--- config.mk ---
export PLATFORM = sky130hd
export DESIGN_NAME = beats_drain_top
export DESIGN_NICKNAME = d
export VERILOG_FILES = /design/src/common/beats_pkg.sv /design/src/drain/drain_ctrl.sv /design/src/drain/fifo_flags.sv /design/src/hdl/beat_buffer.sv /design/src/hdl/beats_drain_top.sv /design/src/hdl/write_engine.sv
export VERILOG_INCLUDE_DIRS = /design/src /design/src/common
export SDC_FILE = /design/constraint.sdc
export NUM_CORES = 1
export LEC_CHECK = 0
export ABC_AREA = 1
export BUFFER_PORTS_ARGS = -buffer_cell sky130_fd_sc_hd__buf_2
export CAP_MARGIN = 20
export CORE_ASPECT_RATIO = 1.75
export CORE_MARGIN = 2
export CORE_UTILIZATION = 41
export DETAILED_ROUTE_END_ITERATION = 10
export SYNTH_ARGS = -nofsm -noshare
export SYNTH_HDL_FRONTEND = slang
export SYNTH_SLANG_ARGS = --single-unit
--- constraint.sdc ---
create_clock -name axi_aclk -period 2.75 [get_ports axi_aclk]
set_input_delay 0.1375 -clock axi_aclk [delete_from_list [all_inputs] [get_ports axi_aclk]]
set_output_delay 0.1375 -clock axi_aclk [all_outputs]
set_load 0.03 [all_outputs]
--- src/common/beats_defs.svh ---
// ----------------------------
// Beat staging sizes
// ----------------------------
`ifndef BEATS_DEFS_SVH
`define BEATS_DEFS_SVH

// Data path
`define BEAT_W            32      // Bits per W beat

// Buffer and virtual FIFO
`define FIFO_DEPTH        16      // Beats held
`define CNT_W             5       // log2(depth) + 1, pointer and count width

// Burst sizing
`define MAX_BURST         8       // Longest burst in beats
`define SIZE_W            8       // Burst length field

// Flag margins
`define ALMOST_WR_MARGIN  2
`define ALMOST_RD_MARGIN  2

`endif

--- src/common/beats_pkg.sv ---
// ----------------------------
// Beat staging types
// ----------------------------
`include "beats_defs.svh"

package beats_pkg;

        // ----------------------------
        // Scalar types
        // ----------------------------
        typedef logic [`BEAT_W-1:0] beat_data_t;        // One beat of payload
        typedef logic [`CNT_W-1:0]  cnt_t;              // Pointers and occupancy

        // ----------------------------
        // Bus structs
        // ----------------------------
        // Outgoing W beat
        typedef struct packed {
                beat_data_t data;
                logic       last;                       // Final beat of burst
        } w_beat_t;

        // Burst request from the command side
        typedef struct packed {
                logic [`SIZE_W-1:0] len;                // Beats, 1..MAX_BURST
        } burst_cmd_t;

        // ----------------------------
        // Write engine FSM
        // ----------------------------
        typedef enum logic [1:0] {
                IDLE,                                   // Waiting for a command
                RESERVE,                                // Claiming beats from drain_ctrl
                STREAM                                  // Sending W beats
        } eng_state_t;

endpackage : beats_pkg

--- src/drain/drain_ctrl.sv ---
// ----------------------------
// Drain reservation control
// ----------------------------
`timescale 1ns/1ps

`include "beats_defs.svh"

module drain_ctrl
        import beats_pkg::*;
(
        input  logic               axi_aclk,
        input  logic               rst_n,
        input  logic               wr_valid,          // Beat accepted upstream
        input  logic               rd_valid,          // Engine asks for a burst
        input  logic [`SIZE_W-1:0] rd_size,           // Burst beats, held with rd_valid
        output logic               rd_ready,          // Enough unclaimed beats
        output cnt_t               data_available,    // Stored but unclaimed
        output logic               wr_almost_full,
        output logic               rd_almost_empty
);

        cnt_t wr_ptr;
        cnt_t rd_ptr;
        cnt_t wr_ptr_next;
        cnt_t rd_ptr_next;
        cnt_t count;
        logic full;
        logic empty;
        logic rd_grant;
        logic [`SIZE_W-1:0] count_ext;          // Count widened for size compare

        // ----------------------------
        // Pointer stepping
        // ----------------------------
        assign rd_grant    = rd_valid && rd_ready;
        assign wr_ptr_next = wr_ptr + cnt_t'(wr_valid);          // One beat per accept
        assign rd_ptr_next = rd_grant ? rd_ptr + rd_size[`CNT_W-1:0] : rd_ptr;

        always_ff @(posedge axi_aclk or negedge rst_n) begin
                if (!rst_n) begin
                        wr_ptr <= '0;
                        rd_ptr <= '0;
                end else begin
                        wr_ptr <= wr_ptr_next;
                        rd_ptr <= rd_ptr_next;
                end
        end

        // Count and flags from the next pointers
        fifo_flags u_flags (
                .axi_aclk     (axi_aclk),
                .rst_n        (rst_n),
                .wr_ptr_next  (wr_ptr_next),
                .rd_ptr_next  (rd_ptr_next),
                .count        (count),
                .full         (full),
                .almost_full  (wr_almost_full),
                .empty        (empty),
                .almost_empty (rd_almost_empty)
        );

        // Grant only a whole burst, so streaming never underflows
        assign count_ext      = {{(`SIZE_W - `CNT_W){1'b0}}, count};
        assign rd_ready       = !empty && (count_ext >= rd_size);
        assign data_available = count;

        // ----------------------------
        // Checks
        // ----------------------------
        a_count_bound : assert property (@(posedge axi_aclk) disable iff (!rst_n)
                count <= cnt_t'(`FIFO_DEPTH))
                else $error("drain_ctrl count above depth");

        a_size_nonzero : assert property (@(posedge axi_aclk) disable iff (!rst_n)
                rd_valid |-> rd_size != '0)
                else $error("drain_ctrl zero size request");

        // Buffer backpressure must stop writes before the virtual FIFO fills past depth
        a_no_wr_full : assert property (@(posedge axi_aclk) disable iff (!rst_n)
                full |-> !wr_valid)
                else $error("drain_ctrl write while full");

endmodule : drain_ctrl

--- src/drain/fifo_flags.sv ---
// ----------------------------
// Occupancy count and flags
// ----------------------------
`timescale 1ns/1ps

`include "beats_defs.svh"

module fifo_flags
        import beats_pkg::*;
(
        input  logic axi_aclk,
        input  logic rst_n,
        input  cnt_t wr_ptr_next,               // Write pointer after this edge
        input  cnt_t rd_ptr_next,               // Read pointer after this edge
        output cnt_t count,
        output logic full,
        output logic almost_full,
        output logic empty,
        output logic almost_empty
);

        // Thresholds in pointer width
        localparam cnt_t DEPTH_C   = cnt_t'(`FIFO_DEPTH);
        localparam cnt_t AFULL_C   = cnt_t'(`FIFO_DEPTH - `ALMOST_WR_MARGIN);
        localparam cnt_t AEMPTY_C  = cnt_t'(`ALMOST_RD_MARGIN);

        cnt_t diff_next;                        // Occupancy after this edge

        // Wrap bit makes the plain difference exact up to DEPTH
        assign diff_next = wr_ptr_next - rd_ptr_next;

        // ----------------------------
        // Registered status
        // ----------------------------
        always_ff @(posedge axi_aclk or negedge rst_n) begin
                if (!rst_n) begin
                        count        <= '0;
                        full         <= 1'b0;
                        almost_full  <= 1'b0;
                        empty        <= 1'b1;     // Nothing stored out of reset
                        almost_empty <= 1'b1;
                end else begin
                        count        <= diff_next;
                        full         <= (diff_next == DEPTH_C);
                        almost_full  <= (diff_next >= AFULL_C);
                        empty        <= (diff_next == '0);
                        almost_empty <= (diff_next <= AEMPTY_C);
                end
        end

endmodule : fifo_flags

--- src/hdl/beat_buffer.sv ---
// ----------------------------
// Beat storage FIFO
// ----------------------------
`timescale 1ns/1ps

`include "beats_defs.svh"

module beat_buffer
        import beats_pkg::*;
#(
        parameter int DEPTH = `FIFO_DEPTH
) (
        input  logic       axi_aclk,
        input  logic       rst_n,
        input  logic       push,                // Accepted input beat
        input  beat_data_t push_data,
        input  logic       pop,                 // W beat transferred
        output beat_data_t head,                // Oldest beat, fall-through
        output logic       not_full
);

        localparam int AW = $clog2(DEPTH);

        beat_data_t    mem [DEPTH];             // Payload only, no reset
        logic [AW:0]   wr_ptr;                  // MSB is the wrap bit
        logic [AW:0]   rd_ptr;
        logic          empty;

        // Same slot, wrap bits differ means full
        assign not_full = !((wr_ptr[AW] != rd_ptr[AW]) &&
                            (wr_ptr[AW-1:0] == rd_ptr[AW-1:0]));
        assign empty    = (wr_ptr == rd_ptr);
        assign head     = mem[rd_ptr[AW-1:0]];

        always_ff @(posedge axi_aclk) begin
                if (push)
                        mem[wr_ptr[AW-1:0]] <= push_data;
        end

        // ----------------------------
        // Pointers
        // ----------------------------
        always_ff @(posedge axi_aclk or negedge rst_n) begin
                if (!rst_n) begin
                        wr_ptr <= '0;
                        rd_ptr <= '0;
                end else begin
                        if (push)
                                wr_ptr <= wr_ptr + 1'b1;
                        if (pop)
                                rd_ptr <= rd_ptr + 1'b1;
                end
        end

        a_no_push_full : assert property (@(posedge axi_aclk) disable iff (!rst_n)
                push |-> not_full) else $error("beat_buffer push when full");

        a_no_pop_empty : assert property (@(posedge axi_aclk) disable iff (!rst_n)
                pop |-> !empty) else $error("beat_buffer pop when empty");

endmodule : beat_buffer

--- src/hdl/beats_drain_top.sv ---
// ----------------------------
// Beat staging top
// ----------------------------
`timescale 1ns/1ps

`include "beats_defs.svh"

module beats_drain_top
        import beats_pkg::*;
(
        input  logic       axi_aclk,
        input  logic       rst_n,
        // Producer beats
        input  logic       in_valid,
        input  beat_data_t in_data,
        output logic       in_ready,
        // Burst commands
        input  logic       cmd_valid,
        input  burst_cmd_t cmd,
        output logic       cmd_ready,
        // W channel
        output logic       w_valid,
        output w_beat_t    w,
        input  logic       w_ready,
        // Status
        output cnt_t       data_available,
        output logic       almost_full,
        output logic       almost_empty
);

        logic               in_accept;          // Beat taken this edge
        logic               rd_valid;
        logic [`SIZE_W-1:0] rd_size;
        logic               rd_ready;
        beat_data_t         head;
        logic               pop;

        assign in_accept = in_valid && in_ready;

        // Unclaimed beat tracking
        drain_ctrl u_drain (
                .axi_aclk        (axi_aclk),
                .rst_n           (rst_n),
                .wr_valid        (in_accept),
                .rd_valid        (rd_valid),
                .rd_size         (rd_size),
                .rd_ready        (rd_ready),
                .data_available  (data_available),
                .wr_almost_full  (almost_full),
                .rd_almost_empty (almost_empty)
        );

        beat_buffer u_buf (
                .axi_aclk  (axi_aclk),
                .rst_n     (rst_n),
                .push      (in_accept),
                .push_data (in_data),
                .pop       (pop),
                .head      (head),
                .not_full  (in_ready)
        );

        write_engine u_eng (
                .axi_aclk  (axi_aclk),
                .rst_n     (rst_n),
                .cmd_valid (cmd_valid),
                .cmd       (cmd),
                .cmd_ready (cmd_ready),
                .rd_valid  (rd_valid),
                .rd_size   (rd_size),
                .rd_ready  (rd_ready),
                .head      (head),
                .pop       (pop),
                .w_valid   (w_valid),
                .w         (w),
                .w_ready   (w_ready)
        );

endmodule : beats_drain_top

--- src/hdl/write_engine.sv ---
// ----------------------------
// W burst sequencer
// ----------------------------
`timescale 1ns/1ps

`include "beats_defs.svh"

module write_engine
        import beats_pkg::*;
(
        input  logic               axi_aclk,
        input  logic               rst_n,
        input  logic               cmd_valid,
        input  burst_cmd_t         cmd,
        output logic               cmd_ready,
        output logic               rd_valid,          // Reservation request
        output logic [`SIZE_W-1:0] rd_size,
        input  logic               rd_ready,
        input  beat_data_t         head,              // Buffer head beat
        output logic               pop,
        output logic               w_valid,
        output w_beat_t            w,
        input  logic               w_ready
);

        eng_state_t         state;
        eng_state_t         state_next;
        logic [`SIZE_W-1:0] len;                // Latched burst length
        logic [`SIZE_W-1:0] beat_cnt;           // 1-based beat in burst
        logic               last_beat;

        // ----------------------------
        // Handshakes
        // ----------------------------
        assign cmd_ready = (state == IDLE);
        assign rd_valid  = (state == RESERVE);
        assign rd_size   = len;                 // Stable through RESERVE
        assign w_valid   = (state == STREAM);
        assign last_beat = (beat_cnt == len);
        assign w.data    = head;
        assign w.last    = last_beat;
        assign pop       = w_valid && w_ready;  // No pop while stalled

        always_comb begin
                state_next = state;
                case (state)
                        IDLE:    if (cmd_valid) state_next = RESERVE;
                        RESERVE: if (rd_ready) state_next = STREAM;  // Whole burst claimed
                        STREAM:  if (pop && last_beat) state_next = IDLE;
                        default: state_next = IDLE;
                endcase
        end

        always_ff @(posedge axi_aclk or negedge rst_n) begin
                if (!rst_n) begin
                        state    <= IDLE;
                        len      <= '0;
                        beat_cnt <= '0;
                end else begin
                        state <= state_next;
                        if (cmd_valid && cmd_ready)
                                len <= cmd.len;
                        if (state == RESERVE)
                                beat_cnt <= `SIZE_W'(1);      // First beat of the burst
                        else if (pop)
                                beat_cnt <= beat_cnt + 1'b1;
                end
        end

        // ----------------------------
        // Checks
        // ----------------------------
        a_cmd_len : assert property (@(posedge axi_aclk) disable iff (!rst_n)
                (cmd_valid && cmd_ready) |-> (cmd.len >= 1 && cmd.len <= `MAX_BURST))
                else $error("write_engine burst length out of range");

        // Stalled beat holds until taken, relies on buffer head staying put
        a_w_hold : assert property (@(posedge axi_aclk) disable iff (!rst_n)
                (w_valid && !w_ready) |=> (w_valid && $stable(w)))
                else $error("write_engine W changed under stall");

endmodule : write_engine

==> results of run 1 <==
-- layout make-up --
cell class / instances / share of cell area [%]
clock buffer: 57 / 4.73
clock inverter: 33 / 1.41
inverter: 49 / 0.741
multi-input combinational: 928 / 21.1
sequential: 558 / 60.8
tap: 690 / 3.18
timing repair buffer: 230 / 8.02
-- sequential cells by signal (all words and copies together) (netlist names) --
register                      cells
u_buf.rd_ptr                      5
u_drain.u_flags.almost_full       1
u_eng.beat_cnt                    8
u_drain.rd_ptr                    5
u_buf.wr_ptr                      5
u_drain.u_flags.count             5
u_drain.u_flags.almost_empty      1
u_eng.rd_size                     8
u_buf.mem                       512
u_drain.u_flags.empty             1
u_eng.state                       2
u_drain.wr_ptr                    5
-- worst max-delay path, stage by stage (launching register included) --
cell,delay [ns]
dfrtp_4,0.51
xor2_2,0.19
nor2_2,0.16
nand4_4,0.12
nand2_4,0.12
inv_6,0.04
ha_4,0.16
ha_4,0.27
inv_2,0.04
fa_2,0.39
o21ai_2,0.13
xor2_1,0.19
nand2_1,0.11
nand2_4,0.10
nand2_4,0.05
nor2_2,0.10
-- per-stage QoR --
| step | setup WS [ns] | setup TNS (ns) | util (%) | hold WS [ns] |
|---|---|---|---|---|
| after floorplan | -0.138 | -52.87 | - | -0.158 |
| final | -0.00220 | -0.00220 | 50.1 | 0.108 |
| after global placement | 0.0138 | 0 | 44.5 | 0.315 |
| after CTS | -0.00470 | -0.00716 | 49.1 | 0.0802 |
| after global routing | -0.105 | -0.340 | 50.1 | 0.171 |
| after detailed placement | -0.0463 | -0.133 | 44.5 | 0.319 |
-- cells in the final DEF (no fill, tap or decap), drive strengths merged, types with 3 or more instances in the layout --
cell,netlist,layout
edfxtp,512,512
nor2,326,326
buf,52,171
o21ai,139,139
nand2,126,126
o32ai,79,79
clkbuf,46,70
nand3,63,63
mux2i,50,50
o221ai,50,50
inv,47,48
dfrtp,44,44
dlygate4sd3,0,43
clkinv,2,26
ha,21,21
a21oi,17,17
xor2,15,15
o211ai,14,14
xnor2,8,8
bufinv,0,7
nand4,7,7
bufbuf,0,3
nor3,3,3
-- metal layers --
layer	wire length, µm	GRT usage, %	vias up
met1	23200	23.9	7417
li1	-	-	6444
met3	3440	3.29	132
met4	2380	8.54	4
met5	24	0	-
met2	32600	38.9	513
-- worst paths after layout --
path,start,to,cells after the start
setup reg to reg,u_buf.rd_ptr[0]$_DFFE_PN0P_,u_drain.u_flags.empty$_DFF_PN1_,15
setup / recovery,u_buf.rd_ptr[0]$_DFFE_PN0P_,u_drain.u_flags.empty$_DFF_PN1_,15
max in group asynchronous,rst_n,u_buf.rd_ptr[0]$_DFFE_PN0P_,2
min in group asynchronous,rst_n,u_buf.rd_ptr[3]$_DFFE_PN0P_,2
hold / removal,cmd_valid,u_eng.state[0]$_DFFE_PN0P_,3
hold reg to reg,u_buf.wr_ptr[4]$_DFFE_PN0P_,u_buf.wr_ptr[4]$_DFFE_PN0P_,1
-- where the power goes --
group	internal, W	switching (W)
sequential	0.0103	0.000372
clock	0.00404	0.00310
combinational	0.00397	0.00645
total	0.0183	0.00992
-- cell families (layout without fill, tap and decap cells) --
logic type / count (synthesis) / after routing
flops: 558 / 558
xor+xnor: 23 / 23
fa+ha+maj: 23 / 23
compound gates: 301 / 301
mux: 51 / 51
simple gates: 530 / 530
buf+inv: 147 / 369
-- timing repair --
| item | in CTS | in global routing |
|---|---|---|
| hold endpoints to repair | 564 | 0 |
| setup buffers | 5 | 11 |
| cloned | 7 | 4 |
| endpoints found under the setup margin | 36 | 34 |
| resized for setup | 34 | 88 |
| pin swaps | 11 | 30 |
| hold buffers | 43 | 0 |
==> impl_metrics.yaml, run 1 <==
clock_tree:
  path_clk_slew_ns: 0.07
  cts-htree-levels: 2
  cts_tree: "yes"
  clk_latency_ns: 0.59
  cts_made_buffers: 49
  clockBufferDepth: 3
  clockRootBuffer: "clkbuf_16"
  cts_num_sinks: 558
layout:
  insertedDiodeCount: 0
  multi_input_comb_area_um2: 5730
  drive_gt1_share_pct: 19.5
  regArea_um2: 16500
  area_growth_pct: 20.9
  stdcell_count: 2545
  fillCellCount: 4598
  nNetsFinal: 1884
  postLayoutCellArea_um2: 27200
floorplan:
  die_h_um: 314
  dieArea_um2: 56800
  ios: 88
  start_util_pct: 41.4
  fp-row-count: 113
  fp.dieW_um: 181
  core-area_um2: 54300
sta:
  period_needed_ns: 2.75
  layout_setup_ws_ns: -0.00220
  final_hold_viol_count: 0
  fmax_ghz: 0.363
  tightest_slew_ns: 0.959
  slew_headroom_pct: 35.9
  drv_slew: 0
  finalCritPeriodShare_pct: 100
  rsz0062_at_grt: "yes"
  setup_viol: 1
  skew_ns: 0.0302
setup_path:
  cp_data_required_time_ns: 3.26
  endpoint_kind: "flip-flop"
  crit_arrival_ns: 3.26
  path_class: "flip-flop to flip-flop"
  startpoint_type: "flip-flop"
  reg2reg_slack_ns: -0.002
  cp_max_fo: 5
synthesis:
  synth_cells: 1633
  synthMuxAreaShare_pct: 2.28
  synth_edf_count: 512
  synthArstFlopShare_pct: 8.24
  synth-seq-area-share_pct: 73.5
  synth_top_cells_by_count: "edfxtp_1, nor2_1, o21ai_0"
  synth_top_area_share_pct: 68.4
  synth_compound_area_share_pct: 9.03
  synth_area_leaders: "edfxtp_1, nor2_1, dfrtp_1"
  yosysTopAreaCell: "edfxtp_1"
  synth_simple_gate_area_share_pct: 9.55
  synth_xor_area_share_pct: 0.896
  synth_area_um2: 22500
  ys_warn_count: 0
  syn_nets: 1701
  synth_fa_ha_area_share_pct: 1.35
  synth_cell_types: 42
  synth_top_family_by_area: "simple AND/OR/NAND/NOR gates"
  synth_flop_cell: "edfxtp_1"
  synth.most_common_cell: "edfxtp_1"
  syn_avg_cell_area_um2: 13.8
  synth_seq_cells: 558
global_routing:
  grt_pass1_wl_um: 89200
  track_usage_pct: 20.9
  grt_max_degree: 131
  grt_pass1_vias: 14700
  grt_overflow_total: 0
  antenna_found_initial: 3
status:
  violations: "negative setup slack"
  status: "complete, but fails checks"
detailed_routing:
  vias_per_cell: 5.70
  drtPass1Iterations: 5
  first_iter_violations: 1106
  drc: 0
  ant_nets: 0
  postRouteWirelength_um: 61700
  vias: 14500
  routedWlPerCell_um: 24.2
pwr:
  power_per_cell_area_nw_per_um2: 1040
  vdd_drop_max_mv: 1.32
  power.leakage_nw: 9.47
  power_w: 0.0282
placed_design:
  io_buffers: 87
  placedCellCount: 2385
  dpl-instance-area_um2: 24100
  dp_hpwl_um: 32700
  routabilityCongestion: 0.811
job:
  maxCapViolCount: 0
hold_path:
  hold_class: "primary input to flip-flop"
Power figures use the tool's default switching activity.
==> inputs of run 2 (changes only) <==
--- a/config.mk
+++ b/config.mk
@@ -13,6 +13,7 @@
 export CORE_MARGIN = 2
 export CORE_UTILIZATION = 41
 export DETAILED_ROUTE_END_ITERATION = 10
+export SKIP_LAST_GASP = 1
 export SYNTH_ARGS = -nofsm -noshare
 export SYNTH_HDL_FRONTEND = slang
 export SYNTH_SLANG_ARGS = --single-unit
==> run 2 against run 1 <==
The run now ends clean. Sequential share of layout area is 0.30 points higher. Die area stayed put. Critical path depth is 3 higher. Routed wire length is 1.4% lower. Critical endpoint unchanged.
==> impl_metrics.yaml, run 2 (synthesis gave the netlist of run 1 again) <==
layout:
  utilization_pct: 49.8
  insertedDiodeCount: 0
  postLayoutCellArea_um2: 27000
  layout_common_cells: "edfxtp_1, nor2_1, o21ai_0"
  fillCellCount: 4622
  drive_gt1_share_pct: 18.8
  area_growth_pct: 20.3
  largest_reg_flops: 512
  layout_commonest_cell: "edfxtp_1"
  nNetsFinal: 1878
global_routing:
  grt_overflow_total: 0
  grt_pass1_wl_um: 89100
  track_usage_pct: 20.9
  grt_pass1_vias: 14700
  grt_max_degree: 131
  antenna_found_initial: 3
detailed_routing:
  drc: 0
  routedWlPerCell_um: 24.0
  drtPass1Iterations: 5
  vias: 14400
  first_iter_violations: 1097
  vias_per_cell: 5.66
  ant_nets: 0
  postRouteWirelength_um: 60800
floorplan:
  die_h_um: 314
  start_util_pct: 41.4
  fp-row-count: 113
  fp.dieW_um: 181
  core-area_um2: 54300
  dieArea_um2: 56800
  ios: 88
placed_design:
  dp_hpwl_um: 32700
  routabilityCongestion: 0.811
  pre_cts_slack_ns: -0.0463
  dpl-instance-area_um2: 24100
  io_buffers: 87
clock_tree:
  clockRootBuffer: "clkbuf_16"
  cts_made_buffers: 49
  cts_num_sinks: 558
  cts-htree-levels: 2
  clockBufferDepth: 3
  path_clk_slew_ns: 0.07
  cts_tree: "yes"
  clk_latency_ns: 0.59
sta:
  slew_headroom_pct: 36.5
  drv_slew: 0
  final_hold_viol_count: 0
  tightest_slew_ns: 0.950
  period_needed_ns: 2.73
  rsz0062_at_grt: "yes"
  holdWs_ns: 0.113
  finalCritPeriodShare_pct: 99.4
  skew_ns: 0.0324
  fmax_ghz: 0.366
  layout_setup_ws_ns: 0.0171
  setup_viol: 0
status:
  status: "complete, no violations"
hold_path:
  hold_class: "primary input to flip-flop"
pwr:
  vdd_drop_max_mv: 0.916
  power.leakage_nw: 9.42
  power_per_cell_area_nw_per_um2: 1030
job:
  maxCapViolCount: 0
setup_path:
  path_class: "flip-flop to flip-flop"
  crit_arrival_ns: 3.23
  endpoint_kind: "flip-flop"
  cp_max_fo: 7
  cp_data_required_time_ns: 3.25
  startpoint_type: "flip-flop"
## run 2: where the power goes
group / total (W) / switching, W / internal (W)
Sequential: 0.0107 / 0.000352 / 0.0103
Clock: 0.00712 / 0.00309 / 0.00404
Combinational: 0.0100 / 0.00624 / 0.00376
## run 2: path summary, 6_finish.rpt
kind                                                         start                               to  slack (ns)  depth (start not counted)
worst max register to register  u_drain.u_flags.count[4]$_DFF_PN0_  u_drain.u_flags.empty$_DFF_PN1_        0.02                         18
worst min-delay path                                     cmd_valid       u_eng.state[0]$_DFFE_PN0P_        0.11                          3
max in group asynchronous                                    rst_n      u_buf.rd_ptr[0]$_DFFE_PN0P_        1.85                          2
worst min register to register         u_buf.wr_ptr[4]$_DFFE_PN0P_      u_buf.wr_ptr[4]$_DFFE_PN0P_        0.49                          1
worst max-delay path            u_drain.u_flags.count[4]$_DFF_PN0_  u_drain.u_flags.empty$_DFF_PN1_        0.02                         18
min in group asynchronous                                    rst_n     u_eng.rd_size[2]$_DFFE_PN0P_        0.22                          2
## run 2: area by class of cell
| type | instances | area (µm²) | area share (%) |
|---|---|---|---|
| clock buffer | 57 | 1290 | 4.76 |
| multi-input combinational | 928 | 5660 | 20.9 |
| timing repair buffer | 224 | 2110 | 7.82 |
| tap | 690 | 863 | 3.19 |
| sequential | 558 | 16500 | 61.1 |
| clock inverter | 33 | 383 | 1.42 |
| inverter | 49 | 206 | 0.763 |
## run 2: routing by layer
metal | track usage [%] | share of wire, %
met1 | 23.9 | 37
met5 | 0 | 0.039
met4 | 8.37 | 3.7
met2 | 38.9 | 53
met3 | 3.28 | 5.9
## run 2: worst max-delay path, stage by stage (launching register included)
cell     delay [ns]
dfrtp_1        0.42
ha_4           0.28
nand2_2        0.06
nor3_4         0.18
nand2_1        0.09
nand3_2        0.11
nand3_4        0.11
inv_6          0.11
nand2_1        0.07
o21ai_2        0.07
ha_1           0.29
a21oi_2        0.17
o21ai_2        0.07
xor2_1         0.17
inv_1          0.10
nand3_2        0.07
nand2_2        0.10
nand2_2        0.06
nor2_1         0.11
## run 2: repair_timing
item	in CTS	in global routing
pin swaps	10	26
gates resized for setup	29	75
hold buffers	43	0
setup endpoints to repair	36	33
gates cloned	7	3
hold endpoints to repair	564	0
setup buffers	5	6
## run 2: stage by stage
step / TNS [ns] / instances / power (W)
after floorplan: -52.87 / 1633 / 0.0165
after global placement: 0 / 2385 / 0.0190
after CTS: -0.0661 / 2530 / 0.0272
after global routing: -0.715 / 2539 / 0.0291
after detailed placement: -0.133 / 2385 / 0.0192
final: 0 / 2539 / 0.0278
